[config.mk]
export PLATFORM = sky130hd
export DESIGN_NAME = ram_tile_top
export DESIGN_NICKNAME = d
export VERILOG_FILES = /design/src/verilog/ram_tile_pkg.sv /design/src/verilog/ram_port_if.sv /design/src/verilog/ram_flops_tile.sv /design/src/verilog/ram_tile_monitor.sv /design/src/verilog/ram_tile_top.sv
export VERILOG_INCLUDE_DIRS = /design/src /design/src/verilog
export SDC_FILE = /design/constraint.sdc
export NUM_CORES = 2
export LEC_CHECK = 0
export ABC_AREA = 0
export BUFFER_PORTS_ARGS = -buffer_cell sky130_fd_sc_hd__buf_2
export CORE_UTILIZATION = 65
export CTS_CLUSTER_SIZE = 12
export DETAILED_ROUTE_END_ITERATION = 10
export PLACE_DENSITY = 0.84
export SLEW_MARGIN = 25
export SYNTH_ARGS = -nofsm -noshare
export SYNTH_HDL_FRONTEND = slang
export SYNTH_SLANG_ARGS = --single-unit
export TNS_END_PERCENT = 50
[constraint.sdc]
create_clock -name wr_clk -period 44 [get_ports wr_clk]
set_input_delay 11 -clock wr_clk [delete_from_list [all_inputs] [get_ports wr_clk]]
set_output_delay 11 -clock wr_clk [all_outputs]
set_load 0.05 [all_outputs]
[src/verilog/ram_tile_config.svh]
/* Configuration macros for the flop RAM tile: geometry, word size, port counts
   and the bypass and reset options */

`ifndef RAM_TILE_CONFIG_SVH
`define RAM_TILE_CONFIG_SVH

// Number of entries in the storage array
`define RAM_DEPTH 16

// Bits per entry
`define RAM_WIDTH 32

// Smallest unit a partial write can update, RAM_WIDTH must be a multiple of it
`define RAM_WORD_WIDTH 8

// Words per entry, one word-enable bit each
`define RAM_NUM_WORDS (`RAM_WIDTH / `RAM_WORD_WIDTH)

// Address width, never below one bit even for a single-entry array
`define RAM_ADDR_WIDTH ((`RAM_DEPTH > 1) ? $clog2(`RAM_DEPTH) : 1)

// Port counts
`define RAM_NUM_WR_PORTS 2
`define RAM_NUM_RD_PORTS 2

// Forward same-cycle write data to a read of the same address
`define RAM_ENABLE_BYPASS 1'b1

// Clear every entry to zero while reset is high
`define RAM_ENABLE_RESET 1'b1

`endif

[src/verilog/ram_tile_pkg.sv]
/* Shared types of the RAM tile: address, entry and word-enable types and
   the kind of check the monitor applied to a read */

`default_nettype none

`include "ram_tile_config.svh"

package ram_tile_pkg;

  // One entry address
  typedef logic [`RAM_ADDR_WIDTH-1:0] ram_addr_t;

  // One full entry
  typedef logic [`RAM_WIDTH-1:0] ram_data_t;

  // One bit per word of an entry, set bits are written
  typedef logic [`RAM_NUM_WORDS-1:0] ram_word_en_t;

  // What a read of the watched entry was compared against
  // Also latched as the kind of the first failing check
  typedef enum logic [1:0] {
    chk_none,
    chk_reset_value,
    chk_stored,
    chk_bypassed
  } check_kind_e;

endpackage

`default_nettype wire

[src/verilog/ram_port_if.sv]
/* Write-port and read-port bundles of the RAM tile, one element per port,
   with driver, tile and monitor views */

`timescale 1ns/100ps
`default_nettype none

`include "ram_tile_config.svh"

interface ram_wr_if import ram_tile_pkg::*; ();

  logic         [`RAM_NUM_WR_PORTS-1:0] valid;
  ram_addr_t    [`RAM_NUM_WR_PORTS-1:0] addr;
  ram_data_t    [`RAM_NUM_WR_PORTS-1:0] data;
  ram_word_en_t [`RAM_NUM_WR_PORTS-1:0] word_en;

  modport driver (output valid, addr, data, word_en);
  modport tile (input valid, addr, data, word_en);
  modport monitor (input valid, addr, data, word_en);

endinterface

interface ram_rd_if import ram_tile_pkg::*; ();

  logic      [`RAM_NUM_RD_PORTS-1:0] addr_valid;
  ram_addr_t [`RAM_NUM_RD_PORTS-1:0] addr;
  logic      [`RAM_NUM_RD_PORTS-1:0] data_valid;
  ram_data_t [`RAM_NUM_RD_PORTS-1:0] data;

  // The driver owns the address half and the tile returns the data half
  modport driver (output addr_valid, addr, input data_valid, data);
  modport tile (input addr_valid, addr, output data_valid, data);
  modport monitor (input addr_valid, addr, data_valid, data);

endinterface

`default_nettype wire

[src/verilog/ram_flops_tile.sv]
/* Flop-based multi-port storage array with per-word writes, optional reset clear
   and optional same-cycle write-to-read bypass on combinational read ports */

`timescale 1ns/100ps
`default_nettype none

`include "ram_tile_config.svh"

module ram_flops_tile import ram_tile_pkg::*; (
  input logic      wr_clk,
  input logic      wr_rst,
  ram_wr_if.tile   wr,
  ram_rd_if.tile   rd
);

  // Current contents of the array
  ram_data_t mem_q [`RAM_DEPTH];

  // Contents after this cycle's writes are applied
  ram_data_t mem_d [`RAM_DEPTH];

  // Read data per port after the array mux and the bypass merge
  ram_data_t [`RAM_NUM_RD_PORTS-1:0] rd_word;

  // Next-state of the array
  // Each word of each entry takes data from the write port that addresses it
  // with its word enable set, otherwise it keeps its value
  always_comb begin
    mem_d = mem_q;
    for (int p = 0; p < `RAM_NUM_WR_PORTS; p++) begin
      if (wr.valid[p] && (wr.addr[p] < `RAM_DEPTH)) begin
        for (int w = 0; w < `RAM_NUM_WORDS; w++) begin
          if (wr.word_en[p][w]) begin
            mem_d[wr.addr[p]][w*`RAM_WORD_WIDTH +: `RAM_WORD_WIDTH] =
                wr.data[p][w*`RAM_WORD_WIDTH +: `RAM_WORD_WIDTH];
          end
        end
      end
    end
  end

  // Storage registers
  // With the reset option the whole array clears to zero while wr_rst is high
  if (`RAM_ENABLE_RESET) begin : gen_mem_reset
    always_ff @(posedge wr_clk or posedge wr_rst) begin
      if (wr_rst) begin
        mem_q <= '{default: '0};
      end else begin
        mem_q <= mem_d;
      end
    end
  end else begin : gen_mem_no_reset
    always_ff @(posedge wr_clk) begin
      mem_q <= mem_d;
    end
  end

  // Read muxes, one per read port
  // An out-of-range address reads as zero rather than indexing past the array
  always_comb begin
    for (int r = 0; r < `RAM_NUM_RD_PORTS; r++) begin
      rd_word[r] = '0;
      if (rd.addr[r] < `RAM_DEPTH) begin
        rd_word[r] = mem_q[rd.addr[r]];
      end
      // Bypass merge
      // Enabled words of a same-cycle write to this address replace the stored
      // words, the remaining words still come from the array
      if (`RAM_ENABLE_BYPASS) begin
        for (int p = 0; p < `RAM_NUM_WR_PORTS; p++) begin
          if (wr.valid[p] && (wr.addr[p] == rd.addr[r])) begin
            for (int w = 0; w < `RAM_NUM_WORDS; w++) begin
              if (wr.word_en[p][w]) begin
                rd_word[r][w*`RAM_WORD_WIDTH +: `RAM_WORD_WIDTH] =
                    wr.data[p][w*`RAM_WORD_WIDTH +: `RAM_WORD_WIDTH];
              end
            end
          end
        end
      end
    end
  end

  // Reads never stall, so data is valid in the same cycle as the address
  assign rd.data_valid = rd.addr_valid;
  assign rd.data       = rd_word;

  // Write ports must stay inside the array and never collide on one entry,
  // the tile has no priority between two ports writing the same address
  for (genvar i = 0; i < `RAM_NUM_WR_PORTS; i++) begin : gen_wr_chk
    wr_addr_in_range_a: assert property (
      @(posedge wr_clk) disable iff (wr_rst)
      wr.valid[i] |-> (wr.addr[i] < `RAM_DEPTH));

    for (genvar j = i + 1; j < `RAM_NUM_WR_PORTS; j++) begin : gen_pair
      wr_addr_distinct_a: assert property (
        @(posedge wr_clk) disable iff (wr_rst)
        (wr.valid[i] && wr.valid[j]) |-> (wr.addr[i] != wr.addr[j]));
    end
  end

  // Read addresses from the driver must also stay inside the array
  for (genvar r = 0; r < `RAM_NUM_RD_PORTS; r++) begin : gen_rd_chk
    rd_addr_in_range_a: assert property (
      @(posedge wr_clk) disable iff (wr_rst)
      rd.addr_valid[r] |-> (rd.addr[r] < `RAM_DEPTH));
  end

endmodule

`default_nettype wire

[src/verilog/ram_tile_monitor.sv]
/* Integrity monitor for the RAM tile: tracks a shadow copy of one watched entry
   and flags any read of that entry that disagrees with it */

`timescale 1ns/100ps
`default_nettype none

`include "ram_tile_config.svh"

module ram_tile_monitor import ram_tile_pkg::*; (
  input  logic        wr_clk,
  input  logic        wr_rst,
  ram_wr_if.monitor   wr,
  ram_rd_if.monitor   rd,
  input  logic        watch_load,
  input  ram_addr_t   watch_addr,
  output logic        integrity_error,
  output check_kind_e error_kind
);

  // Watched address and the shadow copy of its entry
  ram_addr_t    watch_addr_q;
  ram_data_t    shadow_q;
  ram_data_t    shadow_nxt;
  // Words of the shadow that hold known data
  ram_word_en_t word_written_q;
  // Set once the watched entry may differ from its reset value
  logic         wr_seen_q;
  // Set once any entry has been written since reset
  logic         any_wr_q;
  // The write hitting the watched address this cycle, at most one port
  logic         sel_valid;
  ram_data_t    sel_data;
  ram_word_en_t sel_word_en;
  // Expected value and check kind per word of the watched entry
  check_kind_e  word_kind [`RAM_NUM_WORDS];
  ram_data_t    expect_data;
  logic [`RAM_NUM_RD_PORTS-1:0] rd_hit;
  logic         mismatch;
  check_kind_e  mismatch_kind;

  // Pick the write port aimed at the watched address
  // Distinct write addresses make this selection one-hot
  always_comb begin
    sel_valid   = 1'b0;
    sel_data    = '0;
    sel_word_en = '0;
    for (int p = 0; p < `RAM_NUM_WR_PORTS; p++) begin
      if (wr.valid[p] && (wr.addr[p] == watch_addr_q)) begin
        sel_valid   = 1'b1;
        sel_data    = wr.data[p];
        sel_word_en = wr.word_en[p];
      end
    end
  end

  // Shadow value after this cycle's write, merged word by word
  for (genvar n = 0; n < `RAM_NUM_WORDS; n++) begin : gen_merge
    assign shadow_nxt[n*`RAM_WORD_WIDTH +: `RAM_WORD_WIDTH] = sel_word_en[n] ?
        sel_data[n*`RAM_WORD_WIDTH +: `RAM_WORD_WIDTH] :
        shadow_q[n*`RAM_WORD_WIDTH +: `RAM_WORD_WIDTH];
  end

  // Shadow data only counts where word_written_q says so
  always_ff @(posedge wr_clk) begin
    if (sel_valid) begin
      shadow_q <= shadow_nxt;
    end
  end

  // Tracking state
  // A new watched address starts with no known words, and it keeps its reset
  // value only if nothing at all has been written so far
  always_ff @(posedge wr_clk or posedge wr_rst) begin
    if (wr_rst) begin
      watch_addr_q   <= '0;
      word_written_q <= '0;
      wr_seen_q      <= 1'b0;
      any_wr_q       <= 1'b0;
    end else begin
      any_wr_q <= any_wr_q | (|wr.valid);
      if (watch_load) begin
        watch_addr_q   <= watch_addr;
        word_written_q <= '0;
        wr_seen_q      <= any_wr_q | (|wr.valid);
      end else if (sel_valid) begin
        word_written_q <= word_written_q | sel_word_en;
        wr_seen_q      <= 1'b1;
      end
    end
  end

  // Classify each word of the watched entry
  // Bypassed words win over stored ones, and the reset value only applies
  // to an entry that was never written
  always_comb begin
    for (int n = 0; n < `RAM_NUM_WORDS; n++) begin
      word_kind[n] = chk_none;
      expect_data[n*`RAM_WORD_WIDTH +: `RAM_WORD_WIDTH] = '0;
      if (`RAM_ENABLE_BYPASS && sel_valid && sel_word_en[n]) begin
        word_kind[n] = chk_bypassed;
        expect_data[n*`RAM_WORD_WIDTH +: `RAM_WORD_WIDTH] =
            shadow_nxt[n*`RAM_WORD_WIDTH +: `RAM_WORD_WIDTH];
      end else if (word_written_q[n]) begin
        word_kind[n] = chk_stored;
        expect_data[n*`RAM_WORD_WIDTH +: `RAM_WORD_WIDTH] =
            shadow_q[n*`RAM_WORD_WIDTH +: `RAM_WORD_WIDTH];
      end else if (`RAM_ENABLE_RESET && !wr_seen_q) begin
        word_kind[n] = chk_reset_value;
      end
    end
  end

  // Compare every read port that reads the watched entry
  // The first failing port and word in scan order names the kind
  always_comb begin
    mismatch      = 1'b0;
    mismatch_kind = chk_none;
    for (int r = 0; r < `RAM_NUM_RD_PORTS; r++) begin
      rd_hit[r] = rd.addr_valid[r] && (rd.addr[r] == watch_addr_q);
      for (int n = 0; n < `RAM_NUM_WORDS; n++) begin
        if (rd_hit[r] && (word_kind[n] != chk_none) && !mismatch &&
            (rd.data[r][n*`RAM_WORD_WIDTH +: `RAM_WORD_WIDTH] !=
             expect_data[n*`RAM_WORD_WIDTH +: `RAM_WORD_WIDTH])) begin
          mismatch      = 1'b1;
          mismatch_kind = word_kind[n];
        end
      end
    end
  end

  // Sticky error flag, cleared only by reset or a new watched address
  always_ff @(posedge wr_clk or posedge wr_rst) begin
    if (wr_rst) begin
      integrity_error <= 1'b0;
      error_kind      <= chk_none;
    end else if (watch_load) begin
      integrity_error <= 1'b0;
      error_kind      <= chk_none;
    end else if (mismatch && !integrity_error) begin
      integrity_error <= 1'b1;
      error_kind      <= mismatch_kind;
    end
  end

  for (genvar r = 0; r < `RAM_NUM_RD_PORTS; r++) begin : gen_rd_chk
    // The tile answers every read address in the same cycle
    rd_data_valid_a: assert property (
      @(posedge wr_clk) disable iff (wr_rst)
      rd.addr_valid[r] |-> rd.data_valid[r]);

    // Tile read data agrees with the shadow for every known word
    for (genvar n = 0; n < `RAM_NUM_WORDS; n++) begin : gen_word
      shadow_match_a: assert property (
        @(posedge wr_clk) disable iff (wr_rst)
        (rd_hit[r] && (word_kind[n] != chk_none)) |->
        (rd.data[r][n*`RAM_WORD_WIDTH +: `RAM_WORD_WIDTH] ==
         expect_data[n*`RAM_WORD_WIDTH +: `RAM_WORD_WIDTH]));
    end
  end

endmodule

`default_nettype wire

[src/verilog/ram_tile_top.sv]
/* Top level of the RAM tile: plain port bundles onto the write and read
   interfaces, the storage tile and its integrity monitor */

`timescale 1ns/100ps
`default_nettype none

`include "ram_tile_config.svh"

module ram_tile_top import ram_tile_pkg::*; (
  input  logic                                 wr_clk,
  input  logic                                 wr_rst,
  // Write ports, one element per port
  input  logic         [`RAM_NUM_WR_PORTS-1:0] wr_valid,
  input  ram_addr_t    [`RAM_NUM_WR_PORTS-1:0] wr_addr,
  input  ram_data_t    [`RAM_NUM_WR_PORTS-1:0] wr_data,
  input  ram_word_en_t [`RAM_NUM_WR_PORTS-1:0] wr_word_en,
  // Read ports, one element per port
  input  logic         [`RAM_NUM_RD_PORTS-1:0] rd_addr_valid,
  input  ram_addr_t    [`RAM_NUM_RD_PORTS-1:0] rd_addr,
  output logic         [`RAM_NUM_RD_PORTS-1:0] rd_data_valid,
  output ram_data_t    [`RAM_NUM_RD_PORTS-1:0] rd_data,
  // Monitor control and status
  input  logic                                 watch_load,
  input  ram_addr_t                            watch_addr,
  output logic                                 integrity_error,
  output check_kind_e                          error_kind
);

  ram_wr_if wr_bus ();
  ram_rd_if rd_bus ();

  // Write bundle comes straight from the plain ports
  assign wr_bus.valid   = wr_valid;
  assign wr_bus.addr    = wr_addr;
  assign wr_bus.data    = wr_data;
  assign wr_bus.word_en = wr_word_en;

  // Read addresses go in, tile data comes back out with no added latency
  assign rd_bus.addr_valid = rd_addr_valid;
  assign rd_bus.addr       = rd_addr;
  assign rd_data_valid     = rd_bus.data_valid;
  assign rd_data           = rd_bus.data;

  ram_flops_tile u_tile (
    .wr_clk (wr_clk),
    .wr_rst (wr_rst),
    .wr     (wr_bus.tile),
    .rd     (rd_bus.tile)
  );

  // Observes both bundles without driving any of their signals
  ram_tile_monitor u_monitor (
    .wr_clk          (wr_clk),
    .wr_rst          (wr_rst),
    .wr              (wr_bus.monitor),
    .rd              (rd_bus.monitor),
    .watch_load      (watch_load),
    .watch_addr      (watch_addr),
    .integrity_error (integrity_error),
    .error_kind      (error_kind)
  );

endmodule

`default_nettype wire
==> summary.md <==
| Metric | Value |
|---|---|
| Remaining design rule violation count | `8` |
| Worst hold slack after final layout | `459 ps` |
| Clock network latency to the later pin of the worst-skew pair | `670 ps` |
| Footprint of the multi-input gates | `22100 µm²` |
| P_leak | `17.6 nW` |
| First drt pass iteration count | `11` |
| Initial Util | `0.657` |
| Switching portion of total power | `0.358` |
| Die outline height | `243 µm` |
| DRC marker count from the first detailed-route iteration | `6245` |
| Met2 Track Usage GR | `0.644` |
| Final setup vio count | `0` |
| Share of total power in sequential cells | `0.413` |
| Status | `finished with violations` |
| Share of power burned in combinational logic | `0.308` |
| Total Nets Final | `3803` |
| Detailed-route via count | `34200` |
| Vias per inst | `7.54` |
| Type of element capturing the critical path | `output pin` |
| Data arrival time at the worst-slack endpoint | `14690 ps` |
| Post-synthesis mux area share | `0.299` |
| Final slew viol count | `0` |
| Number of instances in the synthesized netlist | `3795` |
| Cell type with the highest occurrence count on the critical path | `sky130_fd_sc_hd__buf_2` |
| Largest net degree at the start of global routing | `174` |
| Post-route clock period utilization | `0.584` |
| Clock slew at the register clock pins of the worst setup and hold paths | `70 ps` |
| Fraction of registers with async set or reset after synthesis | `0.943` |
| Maximum level of the CTS H-tree | `2` |
| Mapped cell area | `37800 µm²` |
| Post-cts hold buffer count | `0` |
| Design internal power | `0.00118 W` |
| Overall die width | `243 µm` |
| Slew Limit Headroom | `0.140` |
| Leading cell types in the layout, fill and taps excluded | `592 x sky130_fd_sc_hd__nand2_1, 542 x sky130_fd_sc_hd__mux2i_1, 525 x sky130_fd_sc_hd__dfrtp_1` |
| Complex-gate fraction of the synthesized area | `0.140` |
| Share of synthesized cell area in full adder, half adder and majority cells | `0` |
| Slowest stage cell on the critical path | `sky130_fd_sc_hd__a211oi_2` |
| Dominant synthesized flop cell | `sky130_fd_sc_hd__dfrtp_1` |
| CTS-repair resized insts | `0` |
| Post-CTS Repair Setup Buffers | `0` |
| Core ar. | `57600 µm²` |
| NetSw | `0.000659 W` |
| Family with the most delay on the worst path | `compound AO/OA/AOI/OAI gates` |
| Share of cells above drive strength 1 | `0.182` |
| Post-route minimum period | `25690 ps` |
| Routing layer with the top usage in global route | `met2` |
| Fillcell total | `4068` |
| Clock sink count | `557` |
| Vias in the first global route | `32800` |
| Warning count from the yosys run | `0` |
| Critical path class | `input pin to output pin` |
| Remaining global-route overflow | `0` |
| Remaining number of nets flagged by the antenna check after routing | `0` |
| Sequence of cells on the critical path | `buf_2 -> buf_4 -> xnor2_1 -> nand4_1 -> a211oi_2 -> a22oi_1 -> o21ai_0 -> buf_2` |
| Quantity of I/O buffers inserted on ports | `167` |
| Met1 track demand over resource | `0.575` |
| Netlist cell types | `82` |
| Total Neg Setup Slack | `0 ps` |
| Number of antenna violations at the first check in global routing | `14` |
| Routed wire per std cell | `30.1 µm` |
| Portion of the post-synthesis area used by sequential elements | `0.373` |
| All-Layer GR Usage | `0.458` |
| Part of the power in the clock network | `0.279` |
| Worst-case clock skew | `30.6 ps` |
| PwrDens | `45.5 nW/µm²` |
| Area used by sequential logic in the layout | `14100 µm²` |
| Area of the die | `59100 µm²` |
| Post-DP HPWL | `88.3 mm` |
| Post-Route WL | `136 mm` |
| Met3 Resource Use GR | `0.202` |
| Post-Syn Area per Cell | `9.96 µm²` |
| Fin. Hold Viols | `0` |
| Num ports | `168` |
| Worst hold path class | `flip-flop to flip-flop` |
| Number of synthesized flops with an enable pin | `32` |
| Most common library cell in the layout ignoring fill and taps | `sky130_fd_sc_hd__nand2_1` |
| Post-synthesis share of cell area spent on and, or, nand and nor gates | `0.120` |
| Area growth from synthesis to layout | `6.99%` |
| Clock buffers created by TritonCTS | `59` |
| Bufs on Longest Clock Path | `3` |
| Top achievable clock speed | `0.0389 GHz` |
| RSZ-0062 raised after global routing | `no` |
| Number of max-capacitance violations reported | `0` |
| Clock tree from TritonCTS | `yes` |
| Critical Path RT | `33000 ps` |
| Global-route wire length before repair | `204 mm` |
| Largest incremental delay on the critical path | `1150 ps` |
| Count of state elements after synthesis | `557` |
| Violations in the final reports | `design-rule violations` |
| Standard-cell rows | `88` |
| Maximum net fanout on the critical path | `50` |
| Worst Max-Slew Pin Slew | `1280 ps` |
| CTS root buf | `sky130_fd_sc_hd__clkbuf_16` |
| Synthesized net count | `3894` |
| Combinational family with the most area after synthesis | `multiplexers` |
| XOR/XNOR share of the synthesized area | `0.0215` |
| CP Launch Type | `input pin` |
| Buffers & Inverters on Critical Path | `3` |
| Peak supply drop | `35.1 µV` |
| Final weighted congestion in routability-driven placement | `0.998` |
## power groups by stage
stage          clock network [W]  registers, W  logic, W
6_report                0.000513      0.000759  0.000567
3_3_place_gp                   0      0.000747  0.000524
2_1_floorplan                  0      0.000713  0.000428
3_5_place_dp                   0      0.000755  0.000541
5_1_grt                 0.000530      0.000766  0.000595
4_1_cts                 0.000510      0.000748  0.000544
## per-layer routing
metal,vias up,share of wire
li1,13800,-
met1,16200,0.34
met2,3324,0.42
met3,899,0.17
met4,12,0.076
met5,-,0.0018
## Yosys cell counts (5+ instances only)
cell type	n	share of area
sky130_fd_sc_hd__nand2_1	593	0.059
sky130_fd_sc_hd__mux2i_1	542	0.14
sky130_fd_sc_hd__dfrtp_1	525	0.35
sky130_fd_sc_hd__o21ai_0	379	0.050
sky130_fd_sc_hd__nor2_1	302	0.030
sky130_fd_sc_hd__mux4_2	246	0.15
sky130_fd_sc_hd__clkbuf_1	214	0.021
sky130_fd_sc_hd__a21oi_1	195	0.026
sky130_fd_sc_hd__a22oi_1	76	0.015
sky130_fd_sc_hd__xnor2_1	66	0.015
sky130_fd_sc_hd__buf_2	57	0.0075
sky130_fd_sc_hd__nor3_1	45	0.0060
sky130_fd_sc_hd__a31oi_1	44	0.0073
sky130_fd_sc_hd__buf_4	33	0.0066
sky130_fd_sc_hd__a22o_1	32	0.0074
sky130_fd_sc_hd__edfxtp_1	32	0.025
sky130_fd_sc_hd__buf_1	31	0.0031
sky130_fd_sc_hd__o22ai_1	31	0.0051
sky130_fd_sc_hd__nand3_1	28	0.0037
sky130_fd_sc_hd__mux2_2	26	0.0077
sky130_fd_sc_hd__xor2_1	23	0.0053
sky130_fd_sc_hd__buf_6	18	0.0054
sky130_fd_sc_hd__nor2b_1	18	0.0030
sky130_fd_sc_hd__a211oi_1	17	0.0034
sky130_fd_sc_hd__nand4_1	14	0.0023
sky130_fd_sc_hd__inv_1	13	0.0013
sky130_fd_sc_hd__nor4_1	13	0.0022
sky130_fd_sc_hd__a221o_1	12	0.0032
sky130_fd_sc_hd__and2_1	11	0.0018
sky130_fd_sc_hd__and3_1	11	0.0018
sky130_fd_sc_hd__nand2b_1	11	0.0018
sky130_fd_sc_hd__o2111ai_1	11	0.0025
sky130_fd_sc_hd__o21a_1	10	0.0020
sky130_fd_sc_hd__o211ai_1	7	0.0014
sky130_fd_sc_hd__or3_1	7	0.0012
sky130_fd_sc_hd__a2111oi_0	6	0.0014
sky130_fd_sc_hd__and4_1	5	0.0012
sky130_fd_sc_hd__nor2_2	5	0.00083
sky130_fd_sc_hd__o21ai_1	5	0.00066
sky130_fd_sc_hd__or2_2	5	0.00083
## cell type report
class / instances / share of cell area
diodes: 13 / 0.000804
clock buffers: 91 / 0.0445
clock inverters: 15 / 0.00350
inverters: 13 / 0.00139
multi-input cells: 2867 / 0.547
flip-flops and latches: 557 / 0.349
well taps: 765 / 0.0237
repair buffers: 206 / 0.0303
## sequential cells by signal (all words and copies together), names as in the netlist
signal	cells
u_monitor.word_written_q	4
u_monitor.any_wr_q	1
u_monitor.integrity_error	1
u_monitor.error_kind	2
u_monitor.wr_seen_q	1
u_tile.mem_q	512
u_monitor.shadow_q	32
u_monitor.watch_addr_q	4
## worst reg2reg max path, cell delays in order (launching register included)
cell                       delay [ps]
sky130_fd_sc_hd__dfrtp_1          530
sky130_fd_sc_hd__xnor2_2          580
sky130_fd_sc_hd__nand3_1          340
sky130_fd_sc_hd__a211o_1          470
sky130_fd_sc_hd__nand2_1          640
sky130_fd_sc_hd__a21oi_1          200
sky130_fd_sc_hd__xor2_1           210
sky130_fd_sc_hd__nor4_2           120
sky130_fd_sc_hd__a221oi_2         790
sky130_fd_sc_hd__o21ai_0          630
sky130_fd_sc_hd__o211ai_1         310
sky130_fd_sc_hd__nand2_1           90
sky130_fd_sc_hd__a22o_1           240
sky130_fd_sc_hd__a22o_1           190
## path summary, 6_finish.rpt
check | startpoint | to | slack [ps] | cells after the start
setup / recovery | rd_addr[6] | rd_data[34] | 18310 | 8
hold reg to reg | u_monitor.any_wr_q | u_monitor.any_wr_q | 460 | 2
hold / removal | u_monitor.any_wr_q | u_monitor.any_wr_q | 460 | 2
min in group asynchronous | wr_rst | u_tile.mem_q[405] | 10470 | 2
max in group asynchronous | wr_rst | u_tile.mem_q[473] | 31850 | 4
setup reg to reg | u_monitor.watch_addr_q[1] | u_monitor.error_kind[0] | 38550 | 13
## kinds of logic (layout without fill, tap and decap cells)
logic type,count (synthesis),count (layout)
AND/OR/NAND/NOR,1083,1083
multiplexers,816,816
AO/OA/AOI/OAI,877,877
other,0,13
buffers and inverters,371,325
flip-flops,557,557
XOR/XNOR,91,91
## metrics by stage
step | util | worst slack [ps] | cell area, µm² | instances | total power (W)
after floorplan | - | 18330 | 37800 | 3795 | 0.00114
after global placement | 0.664 | 18690 | 38200 | 4405 | 0.00127
after detailed placement | 0.665 | 18670 | 38300 | 4405 | 0.00130
after CTS | 0.699 | 18660 | 40200 | 4511 | 0.00180
after global routing | 0.702 | 18210 | 40400 | 4521 | 0.00189
final | 0.702 | 18310 | 40400 | 4527 | 0.00184
Note: power is estimated with default switching activity, not from simulation.
